[config.mk]
export PLATFORM = sky130hd
export DESIGN_NAME = debug_mux
export DESIGN_NICKNAME = d
export VERILOG_FILES = /design/src/hw/debug_pkg.sv /design/src/hw/debug_mux.sv
export VERILOG_INCLUDE_DIRS = /design/src /design/src/hw
export SDC_FILE = /design/constraint.sdc
export NUM_CORES = 1
export LEC_CHECK = 0
export BUFFER_PORTS_ARGS = -buffer_cell sky130_fd_sc_hd__buf_2
export CORE_AREA = 3 3 226 228
export DETAILED_ROUTE_END_ITERATION = 8
export DIE_AREA = 0 0 229 231
export SYNTH_ARGS = -nofsm -noshare
export SYNTH_HDL_FRONTEND = slang
export SYNTH_SLANG_ARGS = --single-unit
[constraint.sdc]
create_clock -name CLK -period 2.34 [get_ports CLK]
set_input_delay 0 -clock CLK [delete_from_list [all_inputs] [get_ports CLK]]
set_output_delay 0 -clock CLK [all_outputs]
set_load 0.01 [all_outputs]
[src/hw/debug_defs.svh]
`ifndef DEBUG_DEFS_SVH
`define DEBUG_DEFS_SVH

`define DBG_DEPTH      249
`define DBG_CH         4

`define DBG_ADDR_W     9
`define DBG_DATA_W     16
`define DBG_TIME_W     56
`define DBG_CNT_W      8
`define DBG_STM_W      13
`define DBG_MOD_W      15
`define DBG_VALUE_W    48
`define DBG_DUTY_W     8

`define ADDR_DBG_BASE  9'h000
`define ADDR_SEGMENT   9'h010
`define ADDR_STM_CYCLE 9'h011
`define ADDR_MOD_CYCLE 9'h012
`define ADDR_DUTY_FLAG 8

`endif

[src/hw/debug_pkg.sv]
`include "debug_defs.svh"

package debug_pkg;

    typedef logic [`DBG_ADDR_W-1:0]  wr_addr_t;
    typedef logic [`DBG_DATA_W-1:0]  wr_data_t;
    typedef logic [`DBG_TIME_W-1:0]  sys_time_t;
    typedef logic [`DBG_CNT_W-1:0]   time_cnt_t;   // low byte of sys_time
    typedef logic [`DBG_STM_W-1:0]   stm_idx_t;
    typedef logic [`DBG_MOD_W-1:0]   mod_idx_t;
    typedef logic [`DBG_VALUE_W-1:0] dbg_value_t;
    typedef logic [`DBG_DUTY_W-1:0]  duty_t;

    typedef enum logic [7:0] {
        NONE        = 8'h00,
        BASE_SIG    = 8'h01,
        THERMO      = 8'h02,
        FORCE_FAN   = 8'h03,
        SYNC        = 8'h04,
        MOD_SEGMENT = 8'h05,
        MOD_IDX     = 8'h06,
        STM_SEGMENT = 8'h07,
        STM_IDX     = 8'h08,
        IS_STM_MODE = 8'h09,
        SYS_TIME_EQ = 8'h50,   // upper 48 bits of sys_time
        PWM_OUT     = 8'hE0,
        DIRECT      = 8'hF0
    } dbg_type_e;

endpackage

[src/hw/debug_mux.sv]
`timescale 1ns/1ps
`include "debug_defs.svh"

module debug_mux #(
    parameter int DEPTH = `DBG_DEPTH
) (
    input  logic                  CLK,
    input  logic                  rst_n,
    input  debug_pkg::dbg_type_e  dbg_type[`DBG_CH],
    input  debug_pkg::dbg_value_t dbg_value[`DBG_CH],
    input  debug_pkg::time_cnt_t  time_cnt,
    input  debug_pkg::sys_time_t  sys_time,
    input  logic                  pwm_out[DEPTH],
    input  logic                  thermo,
    input  logic                  force_fan,
    input  logic                  synced,
    input  logic                  stm_segment,
    input  logic                  mod_segment,
    input  debug_pkg::stm_idx_t   stm_idx,
    input  debug_pkg::mod_idx_t   mod_idx,
    input  debug_pkg::stm_idx_t   stm_cycle,
    output logic                  gpio_out[`DBG_CH]
);
    import debug_pkg::*;

    function automatic logic pick(input dbg_type_e sel, input dbg_value_t value);
        logic      result;
        time_cnt_t pwm_sel;
        pwm_sel = value[`DBG_CNT_W-1:0];
        case (sel)
            BASE_SIG:    result = !time_cnt[`DBG_CNT_W-1];  // first half of period
            THERMO:      result = thermo;
            FORCE_FAN:   result = force_fan;
            SYNC:        result = synced;
            MOD_SEGMENT: result = mod_segment;
            MOD_IDX:     result = (mod_idx == value[`DBG_MOD_W-1:0]);
            STM_SEGMENT: result = stm_segment;
            STM_IDX:     result = (stm_idx == value[`DBG_STM_W-1:0]);
            IS_STM_MODE: result = (stm_cycle != '0);
            SYS_TIME_EQ: result = (sys_time[`DBG_TIME_W-1:`DBG_CNT_W] == value);
            PWM_OUT: begin
                if (int'(pwm_sel) < DEPTH) begin
                    result = pwm_out[pwm_sel];
                end else begin
                    result = 1'b0;  // no such transducer
                end
            end
            DIRECT:      result = value[0];
            default:     result = 1'b0;
        endcase
        return result;
    endfunction

    always_ff @(posedge CLK) begin
        if (!rst_n) begin
            for (int c = 0; c < `DBG_CH; c++) begin
                gpio_out[c] <= 1'b0;
            end
        end else begin
            for (int c = 0; c < `DBG_CH; c++) begin
                gpio_out[c] <= pick(dbg_type[c], dbg_value[c]);
            end
        end
    end

endmodule

Word-level counts from Yosys, hierarchy flattened
Cells that the tools add are included.
- order comparisons: 8
- eq/ne operators: 60
- multiplexer cells: 20
- bitwise gates (word level): 4
- reduce and logical (&&, ||, !) cells: 2
- operator list (operator ; number):
    == test 48 bit ; 4
    == test 8 x 3 -> 1 bit, second input constant ; 16
    == test 8 x 2 -> 1 bit, second input constant ; 8
    == test 8 x 4 -> 1 bit, second input constant ; 8
    == test 8 bit, second input constant ; 8
    == test 15 bit ; 4
    == test 13 bit ; 4
    case mux 1 bit (12 select lines) ; 4
    greater-or-equal comparator 9 bit, second input constant ; 4
    NOT 8 -> 9 bit ; 4
    binary-select mux 1 bit (select 8 bit) ; 4
    == test 8 x 1 -> 1 bit, second input constant ; 4
    == test 8 x 7 -> 1 bit, second input constant ; 4
    less-than comparator 8 bit, second input constant ; 4
    nonzero test 13 bit ; 1
    two-way mux 1 bit ; 12
    logical NOT 1 bit ; 1
- register bits: 4
- input port bits: 585
- output and inout port bits: 4
- logic and storage cells: 98

Longest topological paths before layout
Gate-level depths: netlist of the first run.
- depth in word-level cells: 6
- gate-level depth with buffers: 12
- mapped depth without buffers: 7

Least setup slack after synthesis of the first run
Ideal clock, no wire load.
- path type: input-to-reg
- start: input dbg_value[48] (netlist bit)
- end: register gpio_out[1] (netlist bit)
- library setup time: 0.130 ns
- data arrival time: 1.873 ns
- required time: 2.210 ns
- path slack: 0.337 ns
- cell stages on the path: 10
- buffers on the path: 3
- path through: buf_2 > buf_2 > buf_2 > mux2i_1 > o22ai_1 > a211o_1 > a31oi_1 > o2111ai_1 > o311ai_1 > nand4_1
- cells in the longest elaborated chain, start to end: 6
- elaborated cells between the ends (all ways): 10
- classes of those cells: 1 x order compare; 3 x eq/ne; 5 x mux; 1 x bitwise
- RTL lines (element ; RTL line ; RTL):
    start: declaration ; debug_mux.sv:10 ; input debug_pkg::dbg_value_t dbg_value[`DBG_CH],
    NOT 8 -> 9 bit (not written as such) ; debug_mux.sv:43 ; result = pwm_out[pwm_sel];
    binary-select mux 1 bit (select 8 bit) ; debug_mux.sv:43 ;
    two-way mux 1 bit (not written as such) (2 in a row) ; debug_mux.sv:43 ;
    two-way mux 1 bit ; debug_mux.sv:42 ; if (int'(pwm_sel) < DEPTH) begin
    case mux 1 bit (12 select lines) (*) ; debug_mux.sv:30 ; case (sel)
    end signal: indexed assignment ; debug_mux.sv:61 ; gpio_out[c] <= pick(dbg_type[c], dbg_value[c]);
    end: declaration ; debug_mux.sv:22 ; output logic gpio_out[`DBG_CH]
Every way passes the cells marked *; elsewhere a longest branch is shown, timed or not. The select of a mux whose other input is x is not followed.
A chain may end at the register's enable or synchronous reset.

Final worst setup path of the first run
- start: input dbg_value[0] (netlist bit)
- end: register gpio_out[0] (netlist bit)
Same word-level chain as after synthesis.

==> impl_metrics.csv, run 1 <==
group,metric,value,unit
status,status,"completed",
yosys,synth_nets,1880,
floorplanning,row_count,81,
critical_path,setup.worst_path.class,"primary input to flip-flop",
critical_path,cp_cell_sequence,"buf_4, buf_12, buf_4, mux4_2, a221oi_1, nor3_1, a211oi_1, buf_4, o41ai_2",
routing,drc,0,
critical_path,cpPeakStageDelay,0.52,ns
grt,grt_max_degree,39,
timing,fin_crit,2.25,ns
grt,antenna_found_initial,25,
critical_path,critPathArrivalTime,2.33,ns
yosys,ys_ff_latch,4,
timing,finalSetupTns,0,ns
place,dpl.hpwl,74200,µm
cells_and_area,fillers,5128,
power_and_ir_drop,power.total,4.07,mW
cells_and_area,final_area,17400,µm²
routing,ant_nets,0,
critical_path,worstSetupEndpointType,"flip-flop",
routing,wl,86600,µm
cells_and_area,drive_gt1_share,51.5,%
timing,hold_violations,0,
floorplanning,core_area,49100,µm²
grt,grt_pass1_wl,119000,µm
clock_network,clock-root-buffer,"clkbuf_16",
grt,grt_pass1_vias,16042,
place,dp.cells,2561,
timing,rsz0062_at_grt,"no",
place,place_congestion,1.04,
min_path,holdPathStages,3,
timing,finalCritPeriodShare,96.1,%
routing,wl_per_cell,33.6,µm
routing,via_count,15551,
routing,drt_iter0_drc,1557,
yosys,synthesis.area,12800,µm²
cells_and_area,reg_top3,"gpio_out x4",
critical_path,startpoint_type,"primary input",
timing,fin_ws,0.0923,ns
timing,worstMarginPinSlew,0.900,ns
clock_network,cts_max_level,1,
timing,finalMaxSlewViolations,0,
floorplanning,dieArea,52900,µm²
yosys,synth.yosys.warnings,0,
cells_and_area,regMostFlops,"gpio_out",
power_and_ir_drop,p_leak,6.90,nW
timing,setup_viol,0,
power_and_ir_drop,power_density,234,nW/µm²
cells_and_area,largest_reg_flops,4,
place,place_area,17300,µm²
clock_network,cts_tree,"done",
yosys,syn_area_per_cell,9.92,µm²
timing,fmax,445,MHz
cells_and_area,layout.cells.non_filler,2579,
yosys,synthFlopType,"dfxtp_1",
floorplanning,ioPinCount,589,
critical_path,cpMostUsedCell,"buf_4",
clock_network,cts_buffers,3,
clock_network,cts_setup_buffers,0,
clock_network,clk_pin_slew,0.03,ns
grt,grt_overflow,0,
cells_and_area,final_nets,2487,
yosys,ys_seq_area_share,0.623,%
timing,relSlewSlack,39.4,%
power_and_ir_drop,ir_drop,162,µV
clock_network,cts_hold_buf,0,
timing,holdWs,0.285,ns
grt,gr-usage-all-layers,31.3,%
clock_network,cts_sinks,4,
place,port_buffers,573,
critical_path,crit_path_top_delay_cell,"mux4_2",
cells_and_area,area_growth,35.3,%
floorplanning,die-width,229,µm
yosys,async_flop_share,0,%
clock_network,clock_path_buffers,2,
yosys,synth_cell_types,66,
yosys,synth-edff-count,0,
routing,viasPerCell,6.03,
critical_path,critPathRequiredTime,2.42,ns
floorplanning,start_util,26.2,%
min_path,hold_path.class,"primary input to flip-flop",
place,post-place-ws,-0.274,ns
critical_path,worstPathMaxFanout,26,
yosys,syn-instance-count,1295,
run,drv_cap,0,
cells_and_area,fin_util,35.4,%
routing,dr.pass1.iters,5,
floorplanning,die_height,231,µm
-- worst paths after layout --
path / from / end / slack [ns]
max: dbg_value[0] / gpio_out[0] / 0.09
min: rst_n / gpio_out[1] / 0.28
-- critical path: cells and delay by family --
kind | cells | cell delay (ns)
buffers and inverters | 4 | 0.92
AOI/OAI and AO/OA | 3 | 0.76
muxes | 1 | 0.52
and+or+nand+nor | 1 | 0.08
-- cells by family (layout without fill, tap and decap cells) --
kind of cell / count (synthesis) / count (layout) / synth area share (%)
simple gates: 354 / 354 / 14.9
mux: 328 / 328 / 49.1
xor+xnor: 299 / 299 / 20.4
compound gates: 168 / 168 / 9.40
buf+inv: 142 / 747 / 5.55
flops: 4 / 4 / 0.623
other cells: 0 / 15 / 0
-- report_power, final --
part	switching (mW)	internal [mW]
clock network	0.0554	0.219
registers	0.000140	0.0688
logic	1.96	1.77
total	2.01	2.06
-- cell type report --
| class | instances | area (µm²) | share of cell area, % |
|---|---|---|---|
| sequential | 4 | 80.1 | 0.461 |
| inverter | 18 | 67.6 | 0.389 |
| timing repair buffer | 726 | 4240 | 24.4 |
| antenna | 15 | 37.5 | 0.216 |
| tap | 664 | 831 | 4.78 |
| multi-input combinational | 1149 | 12100 | 69.3 |
| clock buffer | 3 | 75.1 | 0.432 |
-- Yosys cell counts (8+ instances only) --
master,n,area [µm²]
mux4_2,236,5320
xnor2_1,193,1690
xor2_1,106,928
mux2i_1,80,801
nand2_1,67,251
nand4_1,62,388
clkbuf_1,52,195
nand3_1,52,260
nor4_1,45,282
nor2_1,42,158
buf_2,34,170
a21oi_1,22,110
o21ai_0,22,110
nor3_1,21,105
buf_1,18,67.6
a22oi_1,16,120
inv_1,15,56.3
a31oi_1,14,87.6
nor2b_1,12,75.1
o22ai_1,12,75.1
a211oi_1,9,67.6
buf_4,9,67.6
a221oi_1,8,70.1
buf_6,8,90.1
mux2_2,8,90.1
nand2b_1,8,50.1
o211ai_1,8,60.1
-- metal layers --
metal	wire (µm)	track usage, %	vias to the layer above	share of wire [%]
met4	4690	14.9	16	5.4
li1	-	-	6489	-
met1	31000	36.3	7743	36
met2	43900	56.0	1089	51
met5	97	0	-	0.11
met3	6920	5.28	214	8.0
-- repair_timing --
| item | 4_1_cts | 5_1_grt |
|---|---|---|
| endpoints found under the setup margin | 1 | 1 |
| cloned | 0 | 0 |
| gates resized for setup | 1 | 3 |
-- cell usage in the layout (no fill, tap or decap), types with 16 or more instances in the layout --
cell	count
buf_2	568
o21ai_0	22
buf_12	16
mux4_2	236
a22oi_1	16
nor2_1	42
nand3_1	52
nand2_1	67
buf_4	141
nor3_1	21
a21oi_1	22
mux2i_1	80
nor4_1	45
nand4_1	62
xor2_1	106
xnor2_1	193
Power figures use the tool's default switching activity.
==> run 2, diff against run 1 <==
CELL_PAD_IN_SITES_DETAIL_PLACEMENT = 1   (was unset)
CELL_PAD_IN_SITES_GLOBAL_PLACEMENT = 1   (was unset)
CORE_AREA = 3 3 230 232   (was 3 3 226 228)
CTS_CLUSTER_SIZE = 25   (was unset)
DIE_AREA = 0 0 233 235   (was 0 0 229 231)
GPL_TIMING_DRIVEN = 0   (was unset)
PLACE_DENSITY_LB_ADDON = 0.1   (was unset)
==> run 2 against run 1 <==
  * Sequential share of layout area about the same
  * First-iteration DRC count decreased by 9.9%
  * Wire length increased by 13%
  * Sequential power about the same
  * Largest cell class unchanged
  * Cell count decreased by 2.1%
  * Total power increased by 1.5%
  * Clock-buffer cell count unchanged
  * Non-clock buffer count decreased by 67
  * Largest power group unchanged
  * The flow now finishes with violations (setup timing)
  * Via count increased by 0.80%
  * Critical path type unchanged
  * Flip-flop and latch count unchanged
==> impl_metrics.csv, run 2 (synthesis results as in run 1) <==
group,metric,value,unit
clock_network,cts_buffers,3,
floorplanning,dieArea,54800,µm²
min_path,hold_path.class,"primary input to flip-flop",
timing,relSlewSlack,25.7,%
power_and_ir_drop,p_leak,6.52,nW
place,post-place-ws,-1.31,ns
grt,grt_overflow,0,
timing,hold_violations,0,
critical_path,cp_cell_sequence,"clkbuf_2, inv_1, clkbuf_2, buf_2, nor2_1, a211oi_1, nor4_1, nand4_1, nand4_1",
grt,gr-usage-all-layers,34.3,%
timing,finalCritPeriodShare,103,%
critical_path,worstPathMaxFanout,10,
timing,holdWs,0.275,ns
floorplanning,row_count,83,
floorplanning,ioPinCount,589,
routing,wl,98000,µm
routing,dr.pass1.iters,5,
timing,worstMarginPinSlew,1.11,ns
cells_and_area,final_nets,2420,
timing,fin_crit,2.42,ns
clock_network,cts_tree,"done",
place,dpl.hpwl,80900,µm
floorplanning,start_util,25.1,%
critical_path,crit_end,"gpio_out[1]",
cells_and_area,final_common_cell,"buf_2",
cells_and_area,largest_reg_flops,4,
place,place_congestion,0.930,
run,drv_cap,0,
clock_network,clk_pin_slew,0.03,ns
routing,drc,0,
grt,antenna_found_initial,22,
cells_and_area,mostFrequentLayoutCells,"buf_2, mux4_2, xnor2_1",
critical_path,critPathRequiredTime,2.34,ns
grt,grt_max_degree,12,
status,violations,"setup timing",
critical_path,worstSetupEndpointType,"flip-flop",
clock_network,clock_path_buffers,2,
critical_path,crit_path_top_delay_cell,"a211oi_1",
cells_and_area,area_growth,31.6,%
power_and_ir_drop,power_density,244,nW/µm²
floorplanning,die_height,235,µm
cells_and_area,layout.cells.non_filler,2525,
clock_network,cts_sinks,4,
routing,viasPerCell,6.21,
timing,setup_viol,3,
floorplanning,die-width,233,µm
clock_network,cts_max_level,1,
grt,grt_pass1_wl,132000,µm
timing,fmax,413,MHz
critical_path,critPathArrivalTime,2.41,ns
floorplanning,core_area,51200,µm²
critical_path,crit_start,"dbg_value[50]",
clock_network,clock-root-buffer,"clkbuf_16",
power_and_ir_drop,ir_drop,125,µV
cells_and_area,drive_gt1_share,49.2,%
timing,fin_ws,-0.0789,ns
timing,finalMaxSlewViolations,0,
cells_and_area,regMostFlops,"gpio_out",
routing,ant_nets,0,
grt,grt_pass1_vias,16725,
status,status,"complete, but fails checks",
routing,wl_per_cell,38.8,µm
critical_path,cpPeakStageDelay,0.43,ns
cells_and_area,reg_top3,"gpio_out x4",
critical_path,startpoint_type,"primary input",
clock_network,cts_hold_buf,0,
place,port_buffers,537,
routing,via_count,15675,
routing,drt_iter0_drc,1403,
place,dp.cells,2512,
timing,rsz0062_at_grt,"yes",
critical_path,setup.worst_path.class,"primary input to flip-flop",
run 2: changes by cell type in the layout (fill, tap and decap cells not counted), moves of 3 or more:
cell | before | now
buf_1 | 0 | 6
buf_12 | 16 | 2
buf_2 | 568 | 553
buf_4 | 141 | 12
buf_6 | 0 | 24
buf_8 | 1 | 7
clkbuf_1 | 0 | 25
clkbuf_2 | 0 | 20
clkbuf_4 | 0 | 7
diode_2 | 15 | 12
nor4_1 | 45 | 40
nor4_2 | 0 | 3
o41ai_1 | 3 | 0
run 2: worst max-delay path: cells and delay by family:
| kind | cells | cell delay (ns) |
|---|---|---|
| AOI/OAI and AO/OA | 1 | 0.43 |
| buffers and inverters | 4 | 1.36 |
| and+or+nand+nor | 4 | 0.60 |
run 2: per-layer routing:
metal / global-route usage [%] / vias up / wire, µm
met4: 12.7 / 4 / 4360
met1: 42.3 / 8075 / 37700
li1: - / 6356 / -
met3: 4.07 / 203 / 6980
met2: 60.8 / 1037 / 49000
met5: 0 / - / 30
run 2: power breakdown:
| group | switching, mW | leakage, nW | internal, mW |
|---|---|---|---|
| sequential | 0.0000289 | 0.0322 | 0.0688 |
| combinational | 2.12 | 6.45 | 1.67 |
| clock | 0.0531 | 0.0370 | 0.219 |
run 2: timing repair:
item                                    in CTS  in global routing
gates resized for setup                    121                 36
endpoints found under the setup margin       4                  4
cloned                                       0                  0
buffers inserted                             0                  0
pin swaps                                    4                  7
run 2: final cells by class:
class	instances	area, µm²
diodes	12	30.0
flip-flops and latches	4	80.1
well taps	680	851
repair buffers	537	2690
fillers	6040	34300
multi-input cells	1149	12200
clock buffers	3	75.1
inverters	18	73.8
plain buffers	122	891
run 2: worst min-delay path by stage:
| stage | slack (ns) | cells after the start | from | endpoint |
|---|---|---|---|---|
| 2_1_floorplan | 0.15 | 2 | rst_n | gpio_out[2] |
| 3_3_place_gp | 0.40 | 1 | gpio_out[0] | gpio_out[0] |
| 3_5_place_dp | 0.40 | 1 | gpio_out[2] | gpio_out[2] |
| 4_1_cts | 0.28 | 3 | rst_n | gpio_out[0] |
| 5_1_grt | 0.27 | 3 | rst_n | gpio_out[0] |
| 6_report | 0.28 | 3 | rst_n | gpio_out[0] |
run 2: stage by stage:
stage | util [%] | total power, mW | setup TNS, ns | cell area, µm²
floorplan | - | 1.99 | 0 | 12800
global placement | 32.0 | 3.68 | -5.03 | 16400
detailed placement | 32.0 | 3.71 | -4.97 | 16400
CTS | 32.8 | 4.05 | -0.0115 | 16800
global route | 33.0 | 4.30 | -0.00415 | 16900
finish | 33.0 | 4.13 | -0.142 | 16900
==> run 3, diff against run 2 <==
MAX_ROUTING_LAYER = met4   (was unset)
PLACE_DENSITY = 0.68   (was unset)
PLACE_DENSITY_LB_ADDON = unset   (was 0.1)
==> run 3 against run 2 <==
  * The run now ends clean
  * Cell count is 0.12% higher
  * Non-clock buffer count stayed put
  * Critical path depth is 1 lower
  * Wire length is 0.60% higher
  * Critical endpoint is now gpio_out[0]
==> impl_metrics.csv, run 3 (synthesis results as in run 1) <==
group,metric,value,unit
status,status,"completed",
critical_path,crit_path_top_delay_cell,"clkbuf_2",
grt,grt_max_degree,12,
min_path,hold_path.class,"primary input to flip-flop",
grt,gr-usage-met3,5.58,%
routing,wl,98600,µm
critical_path,crit_end,"gpio_out[0]",
floorplanning,start_util,25.1,%
clock_network,clock_path_buffers,2,
critical_path,worstSetupEndpointType,"flip-flop",
cells_and_area,final_area,17000,µm²
cells_and_area,regMostFlops,"gpio_out",
floorplanning,row_count,83,
timing,finalMaxSlewViolations,0,
timing,fmax,430,MHz
timing,holdWs,0.305,ns
floorplanning,core_area,51200,µm²
cells_and_area,fillers,6046,
cells_and_area,fin_util,33.2,%
place,port_buffers,537,
power_and_ir_drop,power_density,245,nW/µm²
floorplanning,die-width,233,µm
timing,relSlewSlack,27.6,%
critical_path,path_depth,8,
power_and_ir_drop,ir_drop,131,µV
cells_and_area,final_nets,2420,
cells_and_area,drive_gt1_share,49.6,%
clock_network,cts_sinks,4,
grt,grt_pass1_wl,134000,µm
power_and_ir_drop,p_leak,6.54,nW
cells_and_area,final_common_cell,"buf_2",
timing,setup_viol,0,
routing,via_count,15999,
routing,wl_per_cell,39.0,µm
critical_path,cp_cell_sequence,"clkbuf_2, clkbuf_2, xor2_1, nor4_1, a32oi_1, o41ai_4, o221ai_1, o41ai_2",
floorplanning,die_height,235,µm
clock_network,cts_tree,"done",
critical_path,path_delay_family,"compound AO/OA/AOI/OAI gates",
timing,worstMarginPinSlew,1.09,ns
grt,grt_overflow,0,
cells_and_area,largest_reg_flops,4,
floorplanning,ioPinCount,589,
critical_path,cpPeakStageDelay,0.56,ns
routing,drc,0,
place,dpl.hpwl,81900,µm
timing,rsz0062_at_grt,"no",
critical_path,startpoint_type,"primary input",
grt,met2_usage,58.8,%
clock_network,clk_pin_slew,0.03,ns
critical_path,critPathArrivalTime,2.39,ns
place,dp.cells,2512,
grt,antenna_found_initial,18,
timing,finalCritPeriodShare,99.3,%
clock_network,cts_max_level,1,
clock_network,clock-root-buffer,"clkbuf_16",
place,place_congestion,1.03,
critical_path,path_buf_inv,2,
critical_path,setup.worst_path.class,"primary input to flip-flop",
cells_and_area,mostFrequentLayoutCells,"buf_2, mux4_2, xnor2_1",
critical_path,cpMostUsedCell,"clkbuf_2",
grt,gr-usage-all-layers,35.5,%
cells_and_area,layout.cells.non_filler,2528,
timing,finalSetupTns,0,ns
cells_and_area,reg_top3,"gpio_out x4",
critical_path,worstPathMaxFanout,10,
cells_and_area,area_growth,32.4,%
routing,dr.pass1.iters,5,
grt,top_usage_layer,"met2",
clock_network,cts_buffers,3,
run,drv_cap,0,
critical_path,crit_start,"dbg_value[1]",
timing,hold_violations,0,
routing,drt_iter0_drc,1846,
grt,grt_pass1_vias,16897,
floorplanning,dieArea,54800,µm²
timing,fin_crit,2.32,ns
routing,ant_nets,0,
routing,viasPerCell,6.33,
critical_path,critPathRequiredTime,2.41,ns
grt,grt.met1_usage,41.6,%
place,place_area,16400,µm²
==> run 3: cell count changes in the layout (fill, tap and decap cells not counted), sizes merged <==
| cell | delta |
|---|---|
| clkbuf | +1 |
| clkdlybuf4s15 | -1 |
| clkinv | +1 |
| clkinvlp | -1 |
| diode | +3 |
==> run 3: how the worst min path moves through the flow <==
stage	end	depth (start not counted)	start	slack [ns]
2_1_floorplan	gpio_out[2]	2	rst_n	0.15
3_3_place_gp	gpio_out[1]	1	gpio_out[1]	0.40
3_5_place_dp	gpio_out[1]	1	gpio_out[1]	0.40
4_1_cts	gpio_out[0]	3	rst_n	0.30
5_1_grt	gpio_out[0]	3	rst_n	0.32
6_report	gpio_out[0]	3	rst_n	0.30
==> run 3: through the flow <==
stage / setup WS (ns) / power (mW)
detailed placement: -1.34 / 3.70
finish: 0.0156 / 4.16
floorplan: 0.337 / 1.99
global route: 0.00159 / 4.31
global placement: -1.39 / 3.66
CTS: 0.00142 / 4.04
==> run 3: metal layers <==
layer	vias up	wire, µm
met1	7979	35500
met5	-	0
met3	309	9560
li1	6368	-
met4	0	6470
met2	1343	47200
==> run 3: power by group <==
group,switching (mW),internal [mW]
Combinational,2.15,1.68
Sequential,0.0000244,0.0688
Clock,0.0461,0.218
Total,2.20,1.97
==> run 3: worst min-delay path: cells and delay by family <==
family	cells	cell delay, ns
compound gates	2	0.27
buf+inv	1	0.19
==> run 3: cell type report <==
| class | instances | area, µm² | area share, % |
|---|---|---|---|
| antenna | 15 | 37.5 | 0.221 |
| sequential | 4 | 80.1 | 0.471 |
| tap | 680 | 851 | 5.00 |
| multi-input combinational | 1149 | 12200 | 72.0 |
| inverter | 18 | 70.1 | 0.412 |
| clock buffer | 3 | 75.1 | 0.442 |
| timing repair buffer | 537 | 2690 | 15.8 |
| buffer | 122 | 952 | 5.60 |
==> run 3: timing repair <==
| item | CTS | global route |
|---|---|---|
| gates resized for setup | 127 | 63 |
| pin swaps | 6 | 9 |
| setup endpoints to repair | 4 | 4 |
| cloned | 0 | 0 |
| setup buffers | 0 | 0 |
| hold buffers | 0 | 0 |
